`config.mk`:
```
export PLATFORM = sky130hd
export DESIGN_NAME = mycpu_top
export DESIGN_NICKNAME = d
export VERILOG_FILES = /design/src/source/isa_pkg.sv /design/src/source/core_pkg.sv /design/src/source/alu.sv /design/src/source/cpu_fsm.sv /design/src/source/inst_decoder.sv /design/src/source/mycpu_top.sv /design/src/source/regfile.sv
export VERILOG_INCLUDE_DIRS = /design/src /design/src/source
export SDC_FILE = /design/constraint.sdc
export NUM_CORES = 2
export LEC_CHECK = 0
export BUFFER_PORTS_ARGS = -buffer_cell sky130_fd_sc_hd__buf_2
export CAP_MARGIN = 20
export CORE_MARGIN = 8
export CORE_UTILIZATION = 45
export CTS_CLUSTER_DIAMETER = 80
export CTS_CLUSTER_SIZE = 14
export DETAILED_ROUTE_END_ITERATION = 8
export PLACE_DENSITY = 0.69
export SYNTH_ARGS = -nofsm -noshare
export SYNTH_HDL_FRONTEND = slang
export SYNTH_HIERARCHICAL = 1
export SYNTH_SLANG_ARGS = --single-unit
```
`constraint.sdc`:
```
create_clock -name clk -period 10.48 [get_ports clk]
set_input_delay 1.048 -clock clk [delete_from_list [all_inputs] [get_ports clk]]
set_output_delay 1.048 -clock clk [all_outputs]
set_load 0.1 [all_outputs]
```
`src/source/cpu_consts.svh`:
```
`ifndef CPU_CONSTS_SVH
`define CPU_CONSTS_SVH

`default_nettype none

// width of a machine word, of the datapath and of every address.
`define CPU_XLEN 32

// number of general registers; r0 always reads as zero.
`define CPU_REG_COUNT 32

// address of the first instruction fetched after reset.
`define CPU_RESET_PC 32'h1c00_0000

`default_nettype wire

`endif

```
`src/source/isa_pkg.sv`:
```
`default_nettype none

package isa_pkg;

    // the twenty supported instructions; zero is kept for anything unrecognised.
    typedef enum logic [4:0] {
        kind_illegal = 5'd0,
        kind_add_w   = 5'd1,
        kind_sub_w   = 5'd2,
        kind_slt     = 5'd3,
        kind_sltu    = 5'd4,
        kind_nor     = 5'd5,
        kind_and     = 5'd6,
        kind_or      = 5'd7,
        kind_xor     = 5'd8,
        kind_slli_w  = 5'd9,
        kind_srli_w  = 5'd10,
        kind_srai_w  = 5'd11,
        kind_addi_w  = 5'd12,
        kind_ld_w    = 5'd13,
        kind_st_w    = 5'd14,
        kind_jirl    = 5'd15,
        kind_b       = 5'd16,
        kind_bl      = 5'd17,
        kind_beq     = 5'd18,
        kind_bne     = 5'd19,
        kind_lu12i_w = 5'd20
    } inst_kind_e;

    typedef enum logic [3:0] {
        alu_add  = 4'd0,
        alu_sub  = 4'd1,
        alu_slt  = 4'd2,
        alu_sltu = 4'd3,
        alu_and  = 4'd4,
        alu_nor  = 4'd5,
        alu_or   = 4'd6,
        alu_xor  = 4'd7,
        alu_sll  = 4'd8,
        alu_srl  = 4'd9,
        alu_sra  = 4'd10,
        alu_lui  = 4'd11
    } alu_op_e;

endpackage

`default_nettype wire

```
`src/source/core_pkg.sv`:
```
`include "cpu_consts.svh"
`default_nettype none

package core_pkg;

    import isa_pkg::*;

    typedef enum logic [2:0] {
        st_fetch     = 3'd0,
        st_decode    = 3'd1,
        st_execute   = 3'd2,
        st_memory    = 3'd3,
        st_writeback = 3'd4
    } cpu_state_e;

    // everything the datapath and the sequencer need to know about one instruction.
    typedef struct packed {
        inst_kind_e           kind;
        alu_op_e              alu_op;
        logic [4:0]           rj;
        logic [4:0]           rk_or_rd;
        logic [4:0]           dest;
        logic                 src1_is_pc;
        logic                 src2_is_imm;
        logic                 reg_write;
        logic                 mem_read;
        logic                 mem_write;
        logic                 is_branch;
        logic [`CPU_XLEN-1:0] imm;
        logic [`CPU_XLEN-1:0] br_offs;
    } decode_t;

    typedef struct packed {
        logic                 we;
        logic [`CPU_XLEN-1:0] addr;
        logic [`CPU_XLEN-1:0] wdata;
    } sram_req_t;

    typedef struct packed {
        logic                 we;
        logic [`CPU_XLEN-1:0] pc;
        logic [4:0]           wnum;
        logic [`CPU_XLEN-1:0] wdata;
    } wb_trace_t;

endpackage

`default_nettype wire

```
`src/source/alu.sv`:
```
`timescale 1ns/10ps
`include "cpu_consts.svh"
`default_nettype none

module alu (
    input  isa_pkg::alu_op_e     op,
    input  logic [`CPU_XLEN-1:0] src1,
    input  logic [`CPU_XLEN-1:0] src2,
    output logic [`CPU_XLEN-1:0] result
);
    import isa_pkg::*;

    logic       lt_signed;
    logic       lt_unsigned;
    logic [4:0] shamt;

    assign lt_signed   = $signed(src1) < $signed(src2);
    assign lt_unsigned = src1 < src2;
    // only the low five bits of the second source count for shifts.
    assign shamt       = src2[4:0];

    always_comb begin
        case (op)
            alu_add:  result = src1 + src2;
            alu_sub:  result = src1 - src2;
            alu_slt:  result = {{(`CPU_XLEN-1){1'b0}}, lt_signed};
            alu_sltu: result = {{(`CPU_XLEN-1){1'b0}}, lt_unsigned};
            alu_and:  result = src1 & src2;
            alu_nor:  result = ~(src1 | src2);
            alu_or:   result = src1 | src2;
            alu_xor:  result = src1 ^ src2;
            alu_sll:  result = src1 << shamt;
            alu_srl:  result = src1 >> shamt;
            alu_sra:  result = $signed(src1) >>> shamt;
            // the decoder already placed the upper immediate in src2.
            alu_lui:  result = src2;
            default:  result = '0;
        endcase
    end

endmodule

`default_nettype wire

```
`src/source/cpu_fsm.sv`:
```
`timescale 1ns/10ps
`include "cpu_consts.svh"
`default_nettype none

module cpu_fsm (
    input  logic                   clk,
    input  logic                   reset,
    input  core_pkg::decode_t      dec,
    input  logic                   br_taken,
    input  logic [`CPU_XLEN-1:0]   br_target,
    input  logic [`CPU_XLEN-1:0]   inst_rdata,
    output core_pkg::cpu_state_e   state,
    output logic [`CPU_XLEN-1:0]   pc,
    output logic [`CPU_XLEN-1:0]   instr
);
    import isa_pkg::*;
    import core_pkg::*;

    cpu_state_e           next_state;
    logic [`CPU_XLEN-1:0] next_pc;

    always_comb begin
        case (state)
            st_fetch: next_state = st_decode;
            // plain branches are finished once the pc has been resolved.
            st_decode: begin
                if (dec.kind inside {kind_b, kind_beq, kind_bne}) begin
                    next_state = st_fetch;
                end else begin
                    next_state = st_execute;
                end
            end
            st_execute: begin
                if (dec.mem_read || dec.mem_write) begin
                    next_state = st_memory;
                end else begin
                    next_state = st_writeback;
                end
            end
            st_memory:    next_state = dec.mem_read ? st_writeback : st_fetch;
            st_writeback: next_state = st_fetch;
            default:      next_state = st_fetch;
        endcase
    end

    assign next_pc = br_taken ? br_target : pc + 32'd4;

    always_ff @(posedge clk) begin
        if (reset) begin
            state <= st_fetch;
            pc    <= `CPU_RESET_PC;
            instr <= '0;
        end else begin
            state <= next_state;
            if (state == st_fetch) begin
                instr <= inst_rdata;
            end
            if (state == st_decode) begin
                pc <= next_pc;
            end
        end
    end

endmodule

`default_nettype wire

```
`src/source/inst_decoder.sv`:
```
`timescale 1ns/10ps
`include "cpu_consts.svh"
`default_nettype none

module inst_decoder (
    input  logic [`CPU_XLEN-1:0] instr,
    output core_pkg::decode_t    dec
);
    import isa_pkg::*;
    import core_pkg::*;

    logic [5:0]  op_31_26;
    logic [3:0]  op_25_22;
    logic [1:0]  op_21_20;
    logic [4:0]  op_19_15;
    logic [4:0]  rd;
    logic [4:0]  rj;
    logic [4:0]  rk;
    logic [11:0] i12;
    logic [19:0] i20;
    logic [15:0] i16;
    logic [25:0] i26;
    inst_kind_e  kind;

    assign op_31_26 = instr[31:26];
    assign op_25_22 = instr[25:22];
    assign op_21_20 = instr[21:20];
    assign op_19_15 = instr[19:15];

    assign rd  = instr[4:0];
    assign rj  = instr[9:5];
    assign rk  = instr[14:10];
    assign i12 = instr[21:10];
    assign i20 = instr[24:5];
    assign i16 = instr[25:10];
    // the 26-bit offset is split, with its upper ten bits in the low field.
    assign i26 = {instr[9:0], instr[25:10]};

    always_comb begin
        kind = kind_illegal;
        case (op_31_26)
            6'h00: begin
                if (op_25_22 == 4'h0 && op_21_20 == 2'h1) begin
                    case (op_19_15)
                        5'h00:   kind = kind_add_w;
                        5'h02:   kind = kind_sub_w;
                        5'h04:   kind = kind_slt;
                        5'h05:   kind = kind_sltu;
                        5'h08:   kind = kind_nor;
                        5'h09:   kind = kind_and;
                        5'h0a:   kind = kind_or;
                        5'h0b:   kind = kind_xor;
                        default: kind = kind_illegal;
                    endcase
                end else if (op_25_22 == 4'h1 && op_21_20 == 2'h0) begin
                    case (op_19_15)
                        5'h01:   kind = kind_slli_w;
                        5'h09:   kind = kind_srli_w;
                        5'h11:   kind = kind_srai_w;
                        default: kind = kind_illegal;
                    endcase
                end else if (op_25_22 == 4'ha) begin
                    kind = kind_addi_w;
                end
            end
            6'h05: begin
                if (!instr[25]) begin
                    kind = kind_lu12i_w;
                end
            end
            6'h0a: begin
                if (op_25_22 == 4'h2) begin
                    kind = kind_ld_w;
                end else if (op_25_22 == 4'h6) begin
                    kind = kind_st_w;
                end
            end
            6'h13:   kind = kind_jirl;
            6'h14:   kind = kind_b;
            6'h15:   kind = kind_bl;
            6'h16:   kind = kind_beq;
            6'h17:   kind = kind_bne;
            default: kind = kind_illegal;
        endcase
    end

    always_comb begin
        dec.kind = kind;
        dec.rj   = rj;
        // branches and stores read their second operand from the rd field.
        dec.rk_or_rd = (kind inside {kind_beq, kind_bne, kind_st_w}) ? rd : rk;
        dec.dest     = (kind == kind_bl) ? 5'd1 : rd;

        case (kind)
            kind_sub_w:   dec.alu_op = alu_sub;
            kind_slt:     dec.alu_op = alu_slt;
            kind_sltu:    dec.alu_op = alu_sltu;
            kind_nor:     dec.alu_op = alu_nor;
            kind_and:     dec.alu_op = alu_and;
            kind_or:      dec.alu_op = alu_or;
            kind_xor:     dec.alu_op = alu_xor;
            kind_slli_w:  dec.alu_op = alu_sll;
            kind_srli_w:  dec.alu_op = alu_srl;
            kind_srai_w:  dec.alu_op = alu_sra;
            kind_lu12i_w: dec.alu_op = alu_lui;
            default:      dec.alu_op = alu_add;
        endcase

        dec.src1_is_pc  = kind inside {kind_jirl, kind_bl};
        dec.src2_is_imm = kind inside {kind_slli_w, kind_srli_w, kind_srai_w, kind_addi_w,
                                       kind_ld_w, kind_st_w, kind_lu12i_w, kind_jirl, kind_bl};
        dec.reg_write   = !(kind inside {kind_illegal, kind_st_w, kind_b, kind_beq, kind_bne});
        dec.mem_read    = (kind == kind_ld_w);
        dec.mem_write   = (kind == kind_st_w);
        dec.is_branch   = kind inside {kind_b, kind_bl, kind_beq, kind_bne, kind_jirl};

        // the link instructions add 4 to the instruction address.
        if (kind inside {kind_jirl, kind_bl}) begin
            dec.imm = 32'd4;
        end else if (kind == kind_lu12i_w) begin
            dec.imm = {i20, 12'b0};
        end else begin
            dec.imm = {{20{i12[11]}}, i12};
        end

        if (kind inside {kind_b, kind_bl}) begin
            dec.br_offs = {{4{i26[25]}}, i26, 2'b0};
        end else begin
            dec.br_offs = {{14{i16[15]}}, i16, 2'b0};
        end
    end

endmodule

`default_nettype wire

```
`src/source/mycpu_top.sv`:
```
`timescale 1ns/10ps
`include "cpu_consts.svh"
`default_nettype none

module mycpu_top (
    input  logic                 clk,
    input  logic                 reset,
    output logic [`CPU_XLEN-1:0] inst_addr,
    input  logic [`CPU_XLEN-1:0] inst_rdata,
    output core_pkg::sram_req_t  data_req,
    input  logic [`CPU_XLEN-1:0] data_rdata,
    output core_pkg::wb_trace_t  trace
);
    import isa_pkg::*;
    import core_pkg::*;

    cpu_state_e           state;
    logic [`CPU_XLEN-1:0] pc;
    logic [`CPU_XLEN-1:0] instr;
    decode_t              dec;
    logic [`CPU_XLEN-1:0] rj_value;
    logic [`CPU_XLEN-1:0] rkd_value;
    logic [`CPU_XLEN-1:0] alu_src1;
    logic [`CPU_XLEN-1:0] alu_src2;
    logic [`CPU_XLEN-1:0] alu_result;
    logic                 rj_eq_rd;
    logic                 br_taken;
    logic [`CPU_XLEN-1:0] br_target;
    logic [`CPU_XLEN-1:0] result_q;
    logic [`CPU_XLEN-1:0] load_q;
    logic [`CPU_XLEN-1:0] wb_pc;
    logic [`CPU_XLEN-1:0] wb_value;
    logic                 rf_we;

    cpu_fsm u_fsm (
        .clk        (clk),
        .reset      (reset),
        .dec        (dec),
        .br_taken   (br_taken),
        .br_target  (br_target),
        .inst_rdata (inst_rdata),
        .state      (state),
        .pc         (pc),
        .instr      (instr)
    );

    inst_decoder u_decoder (
        .instr (instr),
        .dec   (dec)
    );

    regfile u_regfile (
        .clk    (clk),
        .raddr1 (dec.rj),
        .rdata1 (rj_value),
        .raddr2 (dec.rk_or_rd),
        .rdata2 (rkd_value),
        .we     (rf_we),
        .waddr  (dec.dest),
        .wdata  (wb_value)
    );

    alu u_alu (
        .op     (dec.alu_op),
        .src1   (alu_src1),
        .src2   (alu_src2),
        .result (alu_result)
    );

    assign inst_addr = pc;

    // pc moves on in decode, so link values come from the saved instruction address.
    assign alu_src1 = dec.src1_is_pc ? wb_pc : rj_value;
    assign alu_src2 = dec.src2_is_imm ? dec.imm : rkd_value;

    assign rj_eq_rd = (rj_value == rkd_value);

    always_comb begin
        case (dec.kind)
            kind_beq: br_taken = rj_eq_rd;
            kind_bne: br_taken = !rj_eq_rd;
            default:  br_taken = dec.is_branch;
        endcase
    end

    assign br_target = ((dec.kind == kind_jirl) ? rj_value : pc) + dec.br_offs;

    always_ff @(posedge clk) begin
        if (state == st_decode) begin
            wb_pc <= pc;
        end
        if (state == st_execute) begin
            result_q <= alu_result;
        end
        if (state == st_memory) begin
            load_q <= data_rdata;
        end
    end

    assign wb_value = dec.mem_read ? load_q : result_q;
    assign rf_we    = (state == st_writeback) && dec.reg_write;

    always_comb begin
        data_req.we    = (state == st_memory) && dec.mem_write;
        data_req.addr  = result_q;
        data_req.wdata = rkd_value;
    end

    always_comb begin
        trace.we    = rf_we;
        trace.pc    = wb_pc;
        trace.wnum  = dec.dest;
        trace.wdata = wb_value;
    end

endmodule

`default_nettype wire

```
`src/source/regfile.sv`:
```
`timescale 1ns/10ps
`include "cpu_consts.svh"
`default_nettype none

module regfile (
    input  logic                 clk,
    input  logic [4:0]           raddr1,
    output logic [`CPU_XLEN-1:0] rdata1,
    input  logic [4:0]           raddr2,
    output logic [`CPU_XLEN-1:0] rdata2,
    input  logic                 we,
    input  logic [4:0]           waddr,
    input  logic [`CPU_XLEN-1:0] wdata
);
    logic [`CPU_XLEN-1:0] regs [`CPU_REG_COUNT];

    always_ff @(posedge clk) begin
        if (we && waddr != 5'd0) begin
            regs[waddr] <= wdata;
        end
    end

    // r0 is never written, so its reads are forced to zero here.
    assign rdata1 = (raddr1 == 5'd0) ? '0 : regs[raddr1];
    assign rdata2 = (raddr2 == 5'd0) ? '0 : regs[raddr2];

endmodule

`default_nettype wire

```
==> reports/metrics.cfg <==
[cts]
cts_tree = yes
cts_resized = 0
cts.path.max_buffers = 3
cts_setup_buffers = 0
clock_latency_ps = 780
cts_root_buf = clkbuf_16
htree_levels = 3
cts_sinks = 1187
clk_pin_slew_ps = 70
hold_buffers = 0
cts_buffers = 100

[floorplan]
start_util = 0.451
core_region_area_mm2 = 0.151
pin_count = 233
die_height_um = 406
dieArea_mm2 = 0.165
num_rows = 143
dieWidth_um = 406

[routing]
viasPerCell = 7.18
vias = 52205
finalWirelength_mm = 269
antenna_left = 0
drt_iter0_markers = 9150
wl_per_cell_um = 37.0
drtPass1Iterations = 9
post-route-drc-count = 15

[critical_path]
startpoint_type = flop
path_class = flop to flop
crit_arrival_ps = 9890
slowest_stage = a311oi_2
crit_required_ps = 11070
cp_top_family = compound AO/OA/AOI/OAI gates
crit_fanout = 93
crit_path_max_incr_delay_ps = 980
cp-end-kind = flop
worst-path-buf-inv = 4

[sta]
fin_crit_sh = 0.888
worst_slew_pin_slew_ps = 1260
relSlewSlack = 0.156
rsz0062_at_grt = false
final-max-slew-violation-count = 0
tns_ps = 0
finalCriticalPeriod_ps = 9300
finalSetupViolCount = 0
final_hold_viol_count = 0
skew_ps = 58.9
fmaxAchievable_ghz = 0.107

[final_layout]
syn_to_final_growth_pct = 9.82
layout-drive-gt1-share = 0.248
design_area_mm2 = 0.0750
fin_nets = 5411
fill_cells = 12916
stdcell_count = 7270

[yosys]
synth_edf_count = 1120
synth_most_common_cell = edfxtp_1
yosys.area_share.simple = 0.0714
synth_xor_area_frac = 0.00833
synth.area.top_cells = edfxtp_1 (49%), mux4_2 (12%), mux2i_1 (5.4%), mux2_2 (3.4%), ha_1 (2.6%)
synthAdderAreaFrac = 0.0271
ys_ff_latch = 1187
syn_area_per_cell_um2 = 13.5
ys_seq_area_frac = 0.512
synth_top_cell_by_area = edfxtp_1
yosys_warnings = 6
ys.flop_type = edfxtp_1
netlist_area_mm2 = 0.0683
synthArstFlopShare = 0
synth_cells = 5045
synth_compound_area_frac = 0.117
ys_types = 119
synth_common_cells = edfxtp_1 (1120), mux2i_1 (368), mux4_2 (368)
synth_top_area_share = 0.492
synth_mux_area_frac = 0.226
synth_top_family_by_area = multiplexers

[global_routing]
antenna_found_initial = 18
grt_start_max_net_pins = 104
grt_pass1_vias = 49325
grt_usage = 0.314
grt_pass1_wl_mm = 372
grt.overflow.total = 0

[placed_design]
dpl.hpwl_mm = 175
gp_congestion = 1.04
dpl.cell_count = 7126
dpl_cell_area_mm2 = 0.0721
portBuffers = 232

[pwr]
internal_power_w = 0.00894
powerDensity_mw_per_mm2 = 198
p_switching_w = 0.00593
p_leak_nw = 24.8
p_sw_frac = 0.399
seqPwrFrac = 0.368
peakVddDrop_mv = 0.155
finalPower_w = 0.0149
power_frac_comb = 0.393
clockPowerShare = 0.239

[min_path]
hp-class = input pin to flop

[outcome]
status = finished, violations left
violations = design-rule violations

[run]
drv_cap = 0

[sequential cells by signal (all words and copies together) (netlist names)]
| signal | cells |
|---|---|
| wb_pc | 32 |
| u_fsm/instr | 32 |
| u_fsm/pc | 32 |
| load_q | 32 |
| result_q | 32 |
| u_regfile/regs | 1024 |
| u_fsm/state | 3 |
[layer usage]
layer  up-vias  share of wire  GRT usage
met5         -       0.000097          0
met4         4          0.075      0.188
met3      1015           0.14     0.0996
met2      4458           0.43      0.466
met1     26111           0.35      0.404
li1      20617              -          -
[cells in the final DEF, fill, tap and decap left out, drive strengths merged, types with 15 or more instances in the layout]
master / instances
o31ai: 17
inv: 127
a21oi: 230
conb: 34
dfxtp: 67
o21bai: 19
nor2b: 61
nor4: 38
mux2i: 368
and3: 27
o21ai: 225
clkbuf: 110
o22ai: 28
a31oi: 33
mux2: 205
edfxtp: 1120
nand3: 66
ha: 143
nor3: 57
xor2: 46
nor2: 243
a211oi: 92
a311oi: 37
a22oi: 72
a222oi: 26
nand2: 329
mux4: 412
xnor2: 19
o221ai: 74
buf: 439
o211ai: 15
o2111ai: 16
and2: 27
a21o: 40
a221oi: 72
nand4: 69
[layout make-up]
type                            instances  area, µm²  area share
Clock buffer                          109       2550      0.0339
Clock inverter                         23        324     0.00432
Inverter                              120        452     0.00602
Antenna cell                           11       27.5    0.000367
Sequential cell                      1187      35000       0.466
Timing Repair Buffer                  440       2790      0.0372
Tap cell                             2030       2540      0.0339
Multi-Input combinational cell       3350      31400       0.418
[final timing paths]
check                                startpoint  cells after the start     endpoint  slack (ps)
worst max-delay path            u_fsm/instr[15]                     25  u_fsm/pc[0]        1180
worst min-delay path             data_rdata[11]                      1   load_q[11]         490
worst max register to register  u_fsm/instr[15]                     25  u_fsm/pc[0]        1180
worst min register to register      u_fsm/pc[1]                      0     wb_pc[1]         540
[power groups by stage]
stage / Combinational, W / Clock (W) / Sequential [W]
finish: 0.00585 / 0.00355 / 0.00547
global route: 0.00603 / 0.00375 / 0.00546
CTS: 0.00563 / 0.00359 / 0.00546
detailed placement: 0.00561 / 0 / 0.00556
global placement: 0.00561 / 0 / 0.00556
floorplan: 0.00362 / 0 / 0.00570
[per-stage QoR]
stage	hold slack, ps	util	setup WS [ps]
final	490	0.496	1180
after global placement	510	0.476	1370
after detailed placement	525	0.476	1300
after global routing	465	0.496	779
after floorplan	449	-	296
after CTS	457	0.495	1260
[logic make-up (layout without fill, tap and decap cells)]
family / after synthesis / count (layout)
simple gates: 1000 / 1000
other cells: 2 / 45
mux: 985 / 985
fa+ha+maj: 146 / 146
flops: 1187 / 1187
xor+xnor: 65 / 65
compound gates: 1120 / 1120
buf+inv: 540 / 692
Note: power is estimated with default switching activity, not from simulation.
